[src/logic/host_mon_pkg.sv]
/*
 * host_mon package
 * Widths, the two-rule address map and the event types of the traffic monitor
 */
`default_nettype none

package host_mon_pkg;

  localparam int unsigned ADDR_W = 64;
  typedef logic [ADDR_W-1:0] addr_t;

  // Address map with exclusive rule ends
  localparam int unsigned NUM_RULES = 2;
  localparam addr_t DEBUG_BASE = '0;
  localparam addr_t HYAXI_BASE = addr_t'(32'h8000_0000);
  localparam addr_t HYAXI_LEN  = addr_t'(32'h4000_0000);

  typedef logic [$clog2(NUM_RULES)-1:0] region_t;

  // Event index is region * 4 + kind
  // Kind 0 read miss, 1 read hit, 2 write miss, 3 write hit
  localparam int unsigned NUM_EVENTS = 8;
  typedef logic [NUM_EVENTS-1:0] event_vec_t;
  typedef logic [$clog2(NUM_EVENTS)-1:0] event_idx_t;

endpackage

`default_nettype wire

[src/logic/mon_req_if.sv]
/*
 * Decoded request between the rule decoder and the event generator
 */
`timescale 1ns/1ps
`default_nettype none

interface mon_req_if;

  // One-cycle strobe without acknowledge
  logic                  valid;
  host_mon_pkg::region_t region;
  logic                  mapped;
  logic                  write;
  logic                  hit;

  modport src (
    output valid, region, mapped, write, hit
  );

  modport dst (
    input valid, region, mapped, write, hit
  );

endinterface

`default_nettype wire

[src/logic/mem_rule_decode.sv]
/*
 * Memory rule decoder
 * Registers each request and matches its address against the debug and hyperbus rules
 */
`timescale 1ns/1ps
`default_nettype none

module mem_rule_decode (
  input  logic                clk_i,
  input  logic                reset_i,
  input  logic                req_valid_i,
  input  host_mon_pkg::addr_t req_addr_i,
  input  logic                req_write_i,
  input  logic                req_hit_i,
  mon_req_if.src              out
);

  localparam host_mon_pkg::addr_t RULE_START [host_mon_pkg::NUM_RULES] = '{
    host_mon_pkg::DEBUG_BASE,
    host_mon_pkg::HYAXI_BASE
  };
  localparam host_mon_pkg::addr_t RULE_END [host_mon_pkg::NUM_RULES] = '{
    host_mon_pkg::HYAXI_BASE,
    host_mon_pkg::HYAXI_BASE + host_mon_pkg::HYAXI_LEN
  };

  logic [host_mon_pkg::NUM_RULES-1:0] rule_hit;
  host_mon_pkg::region_t              hit_region;

  always_comb begin
    rule_hit   = '0;
    hit_region = '0;
    for (int i = 0; i < host_mon_pkg::NUM_RULES; i++) begin
      if (req_addr_i >= RULE_START[i] && req_addr_i < RULE_END[i]) begin
        rule_hit[i] = 1'b1;
        hit_region  = host_mon_pkg::region_t'(i);
      end
    end
  end

  always_ff @(posedge clk_i) begin
    if (reset_i) begin
      out.valid <= 1'b0;
    end else begin
      out.valid <= req_valid_i;
    end
  end

  // Only meaningful while valid is set
  always_ff @(posedge clk_i) begin
    out.region <= hit_region;
    out.mapped <= |rule_hit;
    out.write  <= req_write_i;
    out.hit    <= req_hit_i;
  end

  // Address map regions must not overlap
  rule_overlap_a : assert property (@(posedge clk_i) disable iff (reset_i)
    req_valid_i |-> $onehot0(rule_hit));

endmodule

`default_nettype wire

[src/logic/traffic_event_gen.sv]
/*
 * Traffic event generator
 * Turns a decoded request into a registered one-hot event vector
 */
`timescale 1ns/1ps
`default_nettype none

module traffic_event_gen (
  input  logic                     clk_i,
  input  logic                     reset_i,
  mon_req_if.dst                   in,
  output logic                     event_valid_o,
  output host_mon_pkg::event_vec_t event_vec_o
);

  host_mon_pkg::event_idx_t ev_idx;
  logic                     ev_fire;

  // Region in the top bit, then write and hit as the kind
  assign ev_idx  = {in.region, in.write, in.hit};
  assign ev_fire = in.valid && in.mapped;

  always_ff @(posedge clk_i) begin
    if (reset_i) begin
      event_valid_o <= 1'b0;
    end else begin
      event_valid_o <= ev_fire;
    end
  end

  always_ff @(posedge clk_i) begin
    if (ev_fire) begin
      event_vec_o <= host_mon_pkg::event_vec_t'(1) << ev_idx;
    end else begin
      event_vec_o <= '0;
    end
  end

endmodule

`default_nettype wire

[src/logic/event_counter_bank.sv]
/*
 * Event counter bank
 * Saturating per-event counters with sticky watermark interrupts, clear and read port
 */
`timescale 1ns/1ps
`default_nettype none

module event_counter_bank #(
  parameter int unsigned CntWidth = 16
) (
  input  logic                     clk_i,
  input  logic                     reset_i,
  input  logic                     event_valid_i,
  input  host_mon_pkg::event_vec_t event_vec_i,
  input  logic                     clear_i,
  input  logic [CntWidth-1:0]      threshold_i,
  input  host_mon_pkg::event_idx_t rd_idx_i,
  output logic [CntWidth-1:0]      rd_count_o,
  output host_mon_pkg::event_vec_t irq_o
);

  localparam logic [CntWidth-1:0] CNT_MAX = '1;

  logic [CntWidth-1:0]      cnt_q [host_mon_pkg::NUM_EVENTS];
  logic [CntWidth-1:0]      cnt_d [host_mon_pkg::NUM_EVENTS];
  host_mon_pkg::event_vec_t irq_q;
  host_mon_pkg::event_vec_t irq_d;
  host_mon_pkg::event_vec_t bump;

  assign bump = event_valid_i ? event_vec_i : '0;

  always_comb begin
    for (int i = 0; i < host_mon_pkg::NUM_EVENTS; i++) begin
      cnt_d[i] = cnt_q[i];
      irq_d[i] = irq_q[i];
      if (bump[i]) begin
        // Hold at the top once saturated
        if (cnt_q[i] != CNT_MAX) begin
          cnt_d[i] = cnt_q[i] + 1'b1;
        end
        if (cnt_d[i] >= threshold_i) begin
          irq_d[i] = 1'b1;
        end
      end
    end
  end

  // Clear wins over an event arriving on the same edge
  always_ff @(posedge clk_i) begin
    if (reset_i || clear_i) begin
      for (int i = 0; i < host_mon_pkg::NUM_EVENTS; i++) begin
        cnt_q[i] <= '0;
      end
      irq_q <= '0;
    end else begin
      for (int i = 0; i < host_mon_pkg::NUM_EVENTS; i++) begin
        cnt_q[i] <= cnt_d[i];
      end
      irq_q <= irq_d;
    end
  end

  assign rd_count_o = cnt_q[rd_idx_i];
  assign irq_o      = irq_q;

  // Generator must never flag two events for one request
  event_onehot_a : assert property (@(posedge clk_i) disable iff (reset_i)
    event_valid_i |-> $onehot0(event_vec_i));

endmodule

`default_nettype wire

[src/logic/host_mon_top.sv]
/*
 * host_mon top level
 * Decode, event generation and counting of host memory traffic in three stages
 */
`timescale 1ns/1ps
`default_nettype none

module host_mon_top #(
  parameter int unsigned CntWidth = 16
) (
  input  logic                     clk_i,
  input  logic                     reset_i,
  input  logic                     req_valid_i,
  input  host_mon_pkg::addr_t      req_addr_i,
  input  logic                     req_write_i,
  input  logic                     req_hit_i,
  input  logic                     clear_i,
  input  logic [CntWidth-1:0]      threshold_i,
  input  host_mon_pkg::event_idx_t rd_idx_i,
  output logic [CntWidth-1:0]      rd_count_o,
  output host_mon_pkg::event_vec_t irq_o
);

  mon_req_if req_if ();

  logic                     event_valid;
  host_mon_pkg::event_vec_t event_vec;

  mem_rule_decode i_mem_rule_decode (
    .clk_i       ( clk_i        ),
    .reset_i     ( reset_i      ),
    .req_valid_i ( req_valid_i  ),
    .req_addr_i  ( req_addr_i   ),
    .req_write_i ( req_write_i  ),
    .req_hit_i   ( req_hit_i    ),
    .out         ( req_if.src   )
  );

  traffic_event_gen i_traffic_event_gen (
    .clk_i         ( clk_i       ),
    .reset_i       ( reset_i     ),
    .in            ( req_if.dst  ),
    .event_valid_o ( event_valid ),
    .event_vec_o   ( event_vec   )
  );

  event_counter_bank #(
    .CntWidth ( CntWidth )
  ) i_event_counter_bank (
    .clk_i         ( clk_i       ),
    .reset_i       ( reset_i     ),
    .event_valid_i ( event_valid ),
    .event_vec_i   ( event_vec   ),
    .clear_i       ( clear_i     ),
    .threshold_i   ( threshold_i ),
    .rd_idx_i      ( rd_idx_i    ),
    .rd_count_o    ( rd_count_o  ),
    .irq_o         ( irq_o       )
  );

endmodule

`default_nettype wire

[config.mk]
export PLATFORM = sky130hd
export DESIGN_NAME = host_mon_top
export DESIGN_NICKNAME = d
export VERILOG_FILES = /design/src/logic/host_mon_pkg.sv /design/src/logic/mon_req_if.sv /design/src/logic/mem_rule_decode.sv /design/src/logic/traffic_event_gen.sv /design/src/logic/event_counter_bank.sv /design/src/logic/host_mon_top.sv
export SDC_FILE = /design/constraint.sdc
export NUM_CORES = 1
export LEC_CHECK = 0
export BUFFER_PORTS_ARGS = -buffer_cell sky130_fd_sc_hd__buf_2
export CORE_ASPECT_RATIO = 1.5
export CORE_MARGIN = 5
export CORE_UTILIZATION = 43
export CTS_CLUSTER_DIAMETER = 30
export DETAILED_ROUTE_END_ITERATION = 12
export PLACE_DENSITY = 0.68
export SYNTH_ARGS = -nofsm -noshare
export SYNTH_HDL_FRONTEND = slang
export SYNTH_SLANG_ARGS = --single-unit
[constraint.sdc]
create_clock -name clk_i -period 4.2 [get_ports clk_i]
set_clock_uncertainty 0.15 [all_clocks]
set_input_delay 0.84 -clock clk_i [delete_from_list [all_inputs] [get_ports clk_i]]
set_output_delay 0.84 -clock clk_i [all_outputs]
set_load 0.05 [all_outputs]
==> out/metrics.yaml <==
detailed_routing:
  drt_pass1_iterations: 5
  drt_wl_total_um: 41900
  vias_per_cell: 6.20
  first_iter_violations: 1081
  drc_errors: 0
  wl_per_cell_um: 20.8
  dr_total_vias: 12500
  drt.antenna.violating_nets: 0
layout:
  drive_above_1_share_pct: 14.3
  final_nets: 1832
  syn_to_final_growth_pct: 10.2
  final_util_pct: 48.2
  n_antenna_cell: 0
clock_tree:
  cts_buffers: 17
  cts_root_buf: "clkbuf_16"
  cts_setup_buffers: 0
  cts_tree: "done"
  cts_max_path_buffers: 2
  clock_sinks: 150
  cts_hold_buf: 0
  clock_latency_ps: 450
  htree_levels: 4
  ctsResizeCount: 0
  clkTransAtPathRegs_ps: 60
place:
  place_congestion: 0.950
  port_buffers: 82
  place_hpwl_um: 31100
  pre_cts_slack_ps: 623
critical_path:
  crit_path_start_kind: "flop"
  reg2reg_slack_ps: 570
  critPathKind: "reg -> reg"
  critPathCaptureType: "flop"
  reg2reg_depth: 11
  reg2reg_from: "i_event_counter_bank.cnt_q[0][0]$_SDFFE_PP0P_"
  required_ps: 4360
  cp_max_fo: 6
  cp.arrival_ps: 3790
  r2r-end: "i_event_counter_bank.irq_o[0]$_SDFFE_PP0P_"
sta:
  final-setup-viol-count: 0
  hold_violations: 0
  tns_ps: 0
  fmax_mhz: 276
  maxSlewHeadroom_pct: 46.0
  fin_crit_ps: 3630
  tightest_slew_ps: 789
  rsz0062_at_grt: "no"
  setup_ws_ps: 572
  slew_viol_final: 0
  period_share_pct: 86.4
  fin_hold_ws_ps: 316
worst_hold_path:
  whs_endpoint: "i_traffic_event_gen.event_valid_o$_SDFF_PP0_"
  min-delay-start: "i_mem_rule_decode.out.valid$_SDFF_PP0_"
  worstHoldPathType: "reg -> reg"
  whs_path_depth: 2
logic_synthesis:
  synth_area_leader_cell: "dfxtp_1"
  synthMostInstantiatedCell: "nand2_1"
  netlist_top_cells_area: "dfxtp_1 23%, ha_1 13%, xnor2_1 6.1%, mux4_2 5.6%, nand2_1 4.4%"
  synth_cell_types: 69
  synth_top_flop_cell: "dfxtp_1"
  ys_seq_elements: 150
  syn_nets: 1807
  yosys_warnings: 0
  avgSynthCellArea_um2: 8.17
  yosys-top-cells-count: "152 x nand2_1, 150 x dfxtp_1, 143 x nor2_1"
  ys_seq_area_share_pct: 23.2
  synth_edf_count: 0
  async_reset_ff_share_pct: 0
  synth_top_area_share_pct: 23.2
  synth_area_mm2: 0.0129
  syn_inst: 1582
global_route:
  grt_pass1_wl_um: 65400
  track_usage_pct: 24.9
  overflow: 0
  grt_pass1_vias: 12000
  antenna_found_initial: 0
  grt_max_degree: 43
die:
  ios: 113
  die_w_um: 152
  rows: 77
  start_util_pct: 43.7
  core-area_mm2: 0.0296
  dieArea_mm2: 0.0337
  die_h_um: 222
job:
  maxCapViolCount: 0
pwr:
  static-leakage-power_nw: 5.70
  p_per_area_mw_per_mm2: 236
  peakVddDrop_mv: 0.169
outcome:
  status: "completed"
## per-layer routing
| metal | global-route usage [%] | wire (um) | vias up |
|---|---|---|---|
| li1 | - | - | 5884 |
| met1 | 31.3 | 16900 | 5947 |
| met2 | 41.5 | 20000 | 521 |
| met3 | 4.20 | 3150 | 114 |
| met4 | 11.1 | 1780 | 0 |
| met5 | 0 | 0 | - |
## flip-flops by register name, summed over array words and instances (netlist names)
| name | count |
|---|---|
| i_event_counter_bank.cnt_q | 128 |
| i_event_counter_bank.irq_o | 8 |
| i_traffic_event_gen.event_vec_o | 8 |
| i_mem_rule_decode.out.hit | 1 |
| i_mem_rule_decode.out.mapped | 1 |
| i_mem_rule_decode.out.region | 1 |
| i_mem_rule_decode.out.valid | 1 |
| i_mem_rule_decode.out.write | 1 |
| i_traffic_event_gen.event_valid_o | 1 |
## worst max-delay path, stage by stage, from the launching register on
cell and delay [ps]:
dfxtp_1 450, ha_1 260, nand3_2 110, nor4_1 600, nand2_1 340, xnor2_1 270
ha_1 260, nand2b_1 140, a211oi_1 220, nor3_1 80, o41ai_1 490, a21oi_1 130
## area by class of cell
type,instances,area [um2]
fillers,2905,15300
multi-input cells,1305,9400
flip-flops and latches,150,3000
repair buffers,104,601
well taps,395,494
clock buffers,20,467
clock inverters,9,175
inverters,29,109
## logic make-up after synthesis
family	after synthesis	synth area share, %
buf+inv	127	4.15
compound gates	294	14.5
xor+xnor	146	9.89
flops	150	23.2
simple gates	659	26.3
mux	70	8.79
fa+ha+maj	136	13.2
## per-stage QoR
step           total power [mW]  cells  area [um2]
6_report                   3.37   2012       14200
5_1_grt                    3.48   2012       14200
4_1_cts                    3.39   2012       14200
3_5_place_dp               1.69   1983       13600
3_3_place_gp               1.68   1983       13600
2_1_floorplan              1.58   1582       12900
## placed cells by master (no fill, tap or decap), types with 5 or more instances in the layout
cell       instances
nand2_1          152
dfxtp_1          150
nor2_1           142
ha_1             136
a21oi_1          103
xnor2_1           90
buf_2             82
nand3_1           79
o21ai_0           61
nand4_1           58
xor2_1            56
nor3_1            56
nor4_1            33
mux4_2            32
inv_1             29
mux2_2            28
and3_1            25
a211oi_1          25
and4_1            24
and2_1            21
buf_4             20
clkbuf_16         17
or3_1             15
o211ai_1          13
a31oi_1           10
o211a_1           10
o21a_1            10
mux2i_1           10
nand2b_1          10
a31o_2             9
nor2b_1            8
a21o_1             8
o2bb2ai_1          7
a311oi_1           6
a41oi_1            5
o21ai_1            5
bufinv_16          5
## report_power, final
| part | switching [mW] | internal (mW) | leakage, nW | total (mW) |
|---|---|---|---|---|
| logic | 0.150 | 0.0825 | 4.18 | 0.233 |
| clock network | 0.622 | 1.09 | 0.310 | 1.71 |
| registers | 0.00141 | 1.42 | 1.21 | 1.43 |
## worst max-delay path by stage
stage                                                        from                                    endpoint  cells after the start
floorplan                                             rd_idx_i[0]                               rd_count_o[0]                      4
global placement    i_event_counter_bank.cnt_q[0][0]$_SDFFE_PP0P_  i_event_counter_bank.irq_o[0]$_SDFFE_PP0P_                     11
detailed placement  i_event_counter_bank.cnt_q[0][0]$_SDFFE_PP0P_  i_event_counter_bank.irq_o[0]$_SDFFE_PP0P_                     11
CTS                 i_event_counter_bank.cnt_q[0][0]$_SDFFE_PP0P_  i_event_counter_bank.irq_o[0]$_SDFFE_PP0P_                     11
global route        i_event_counter_bank.cnt_q[0][0]$_SDFFE_PP0P_  i_event_counter_bank.irq_o[0]$_SDFFE_PP0P_                     11
finish              i_event_counter_bank.cnt_q[0][0]$_SDFFE_PP0P_  i_event_counter_bank.irq_o[0]$_SDFFE_PP0P_                     11
No activity file was read; power rests on OpenSTA's default activity.
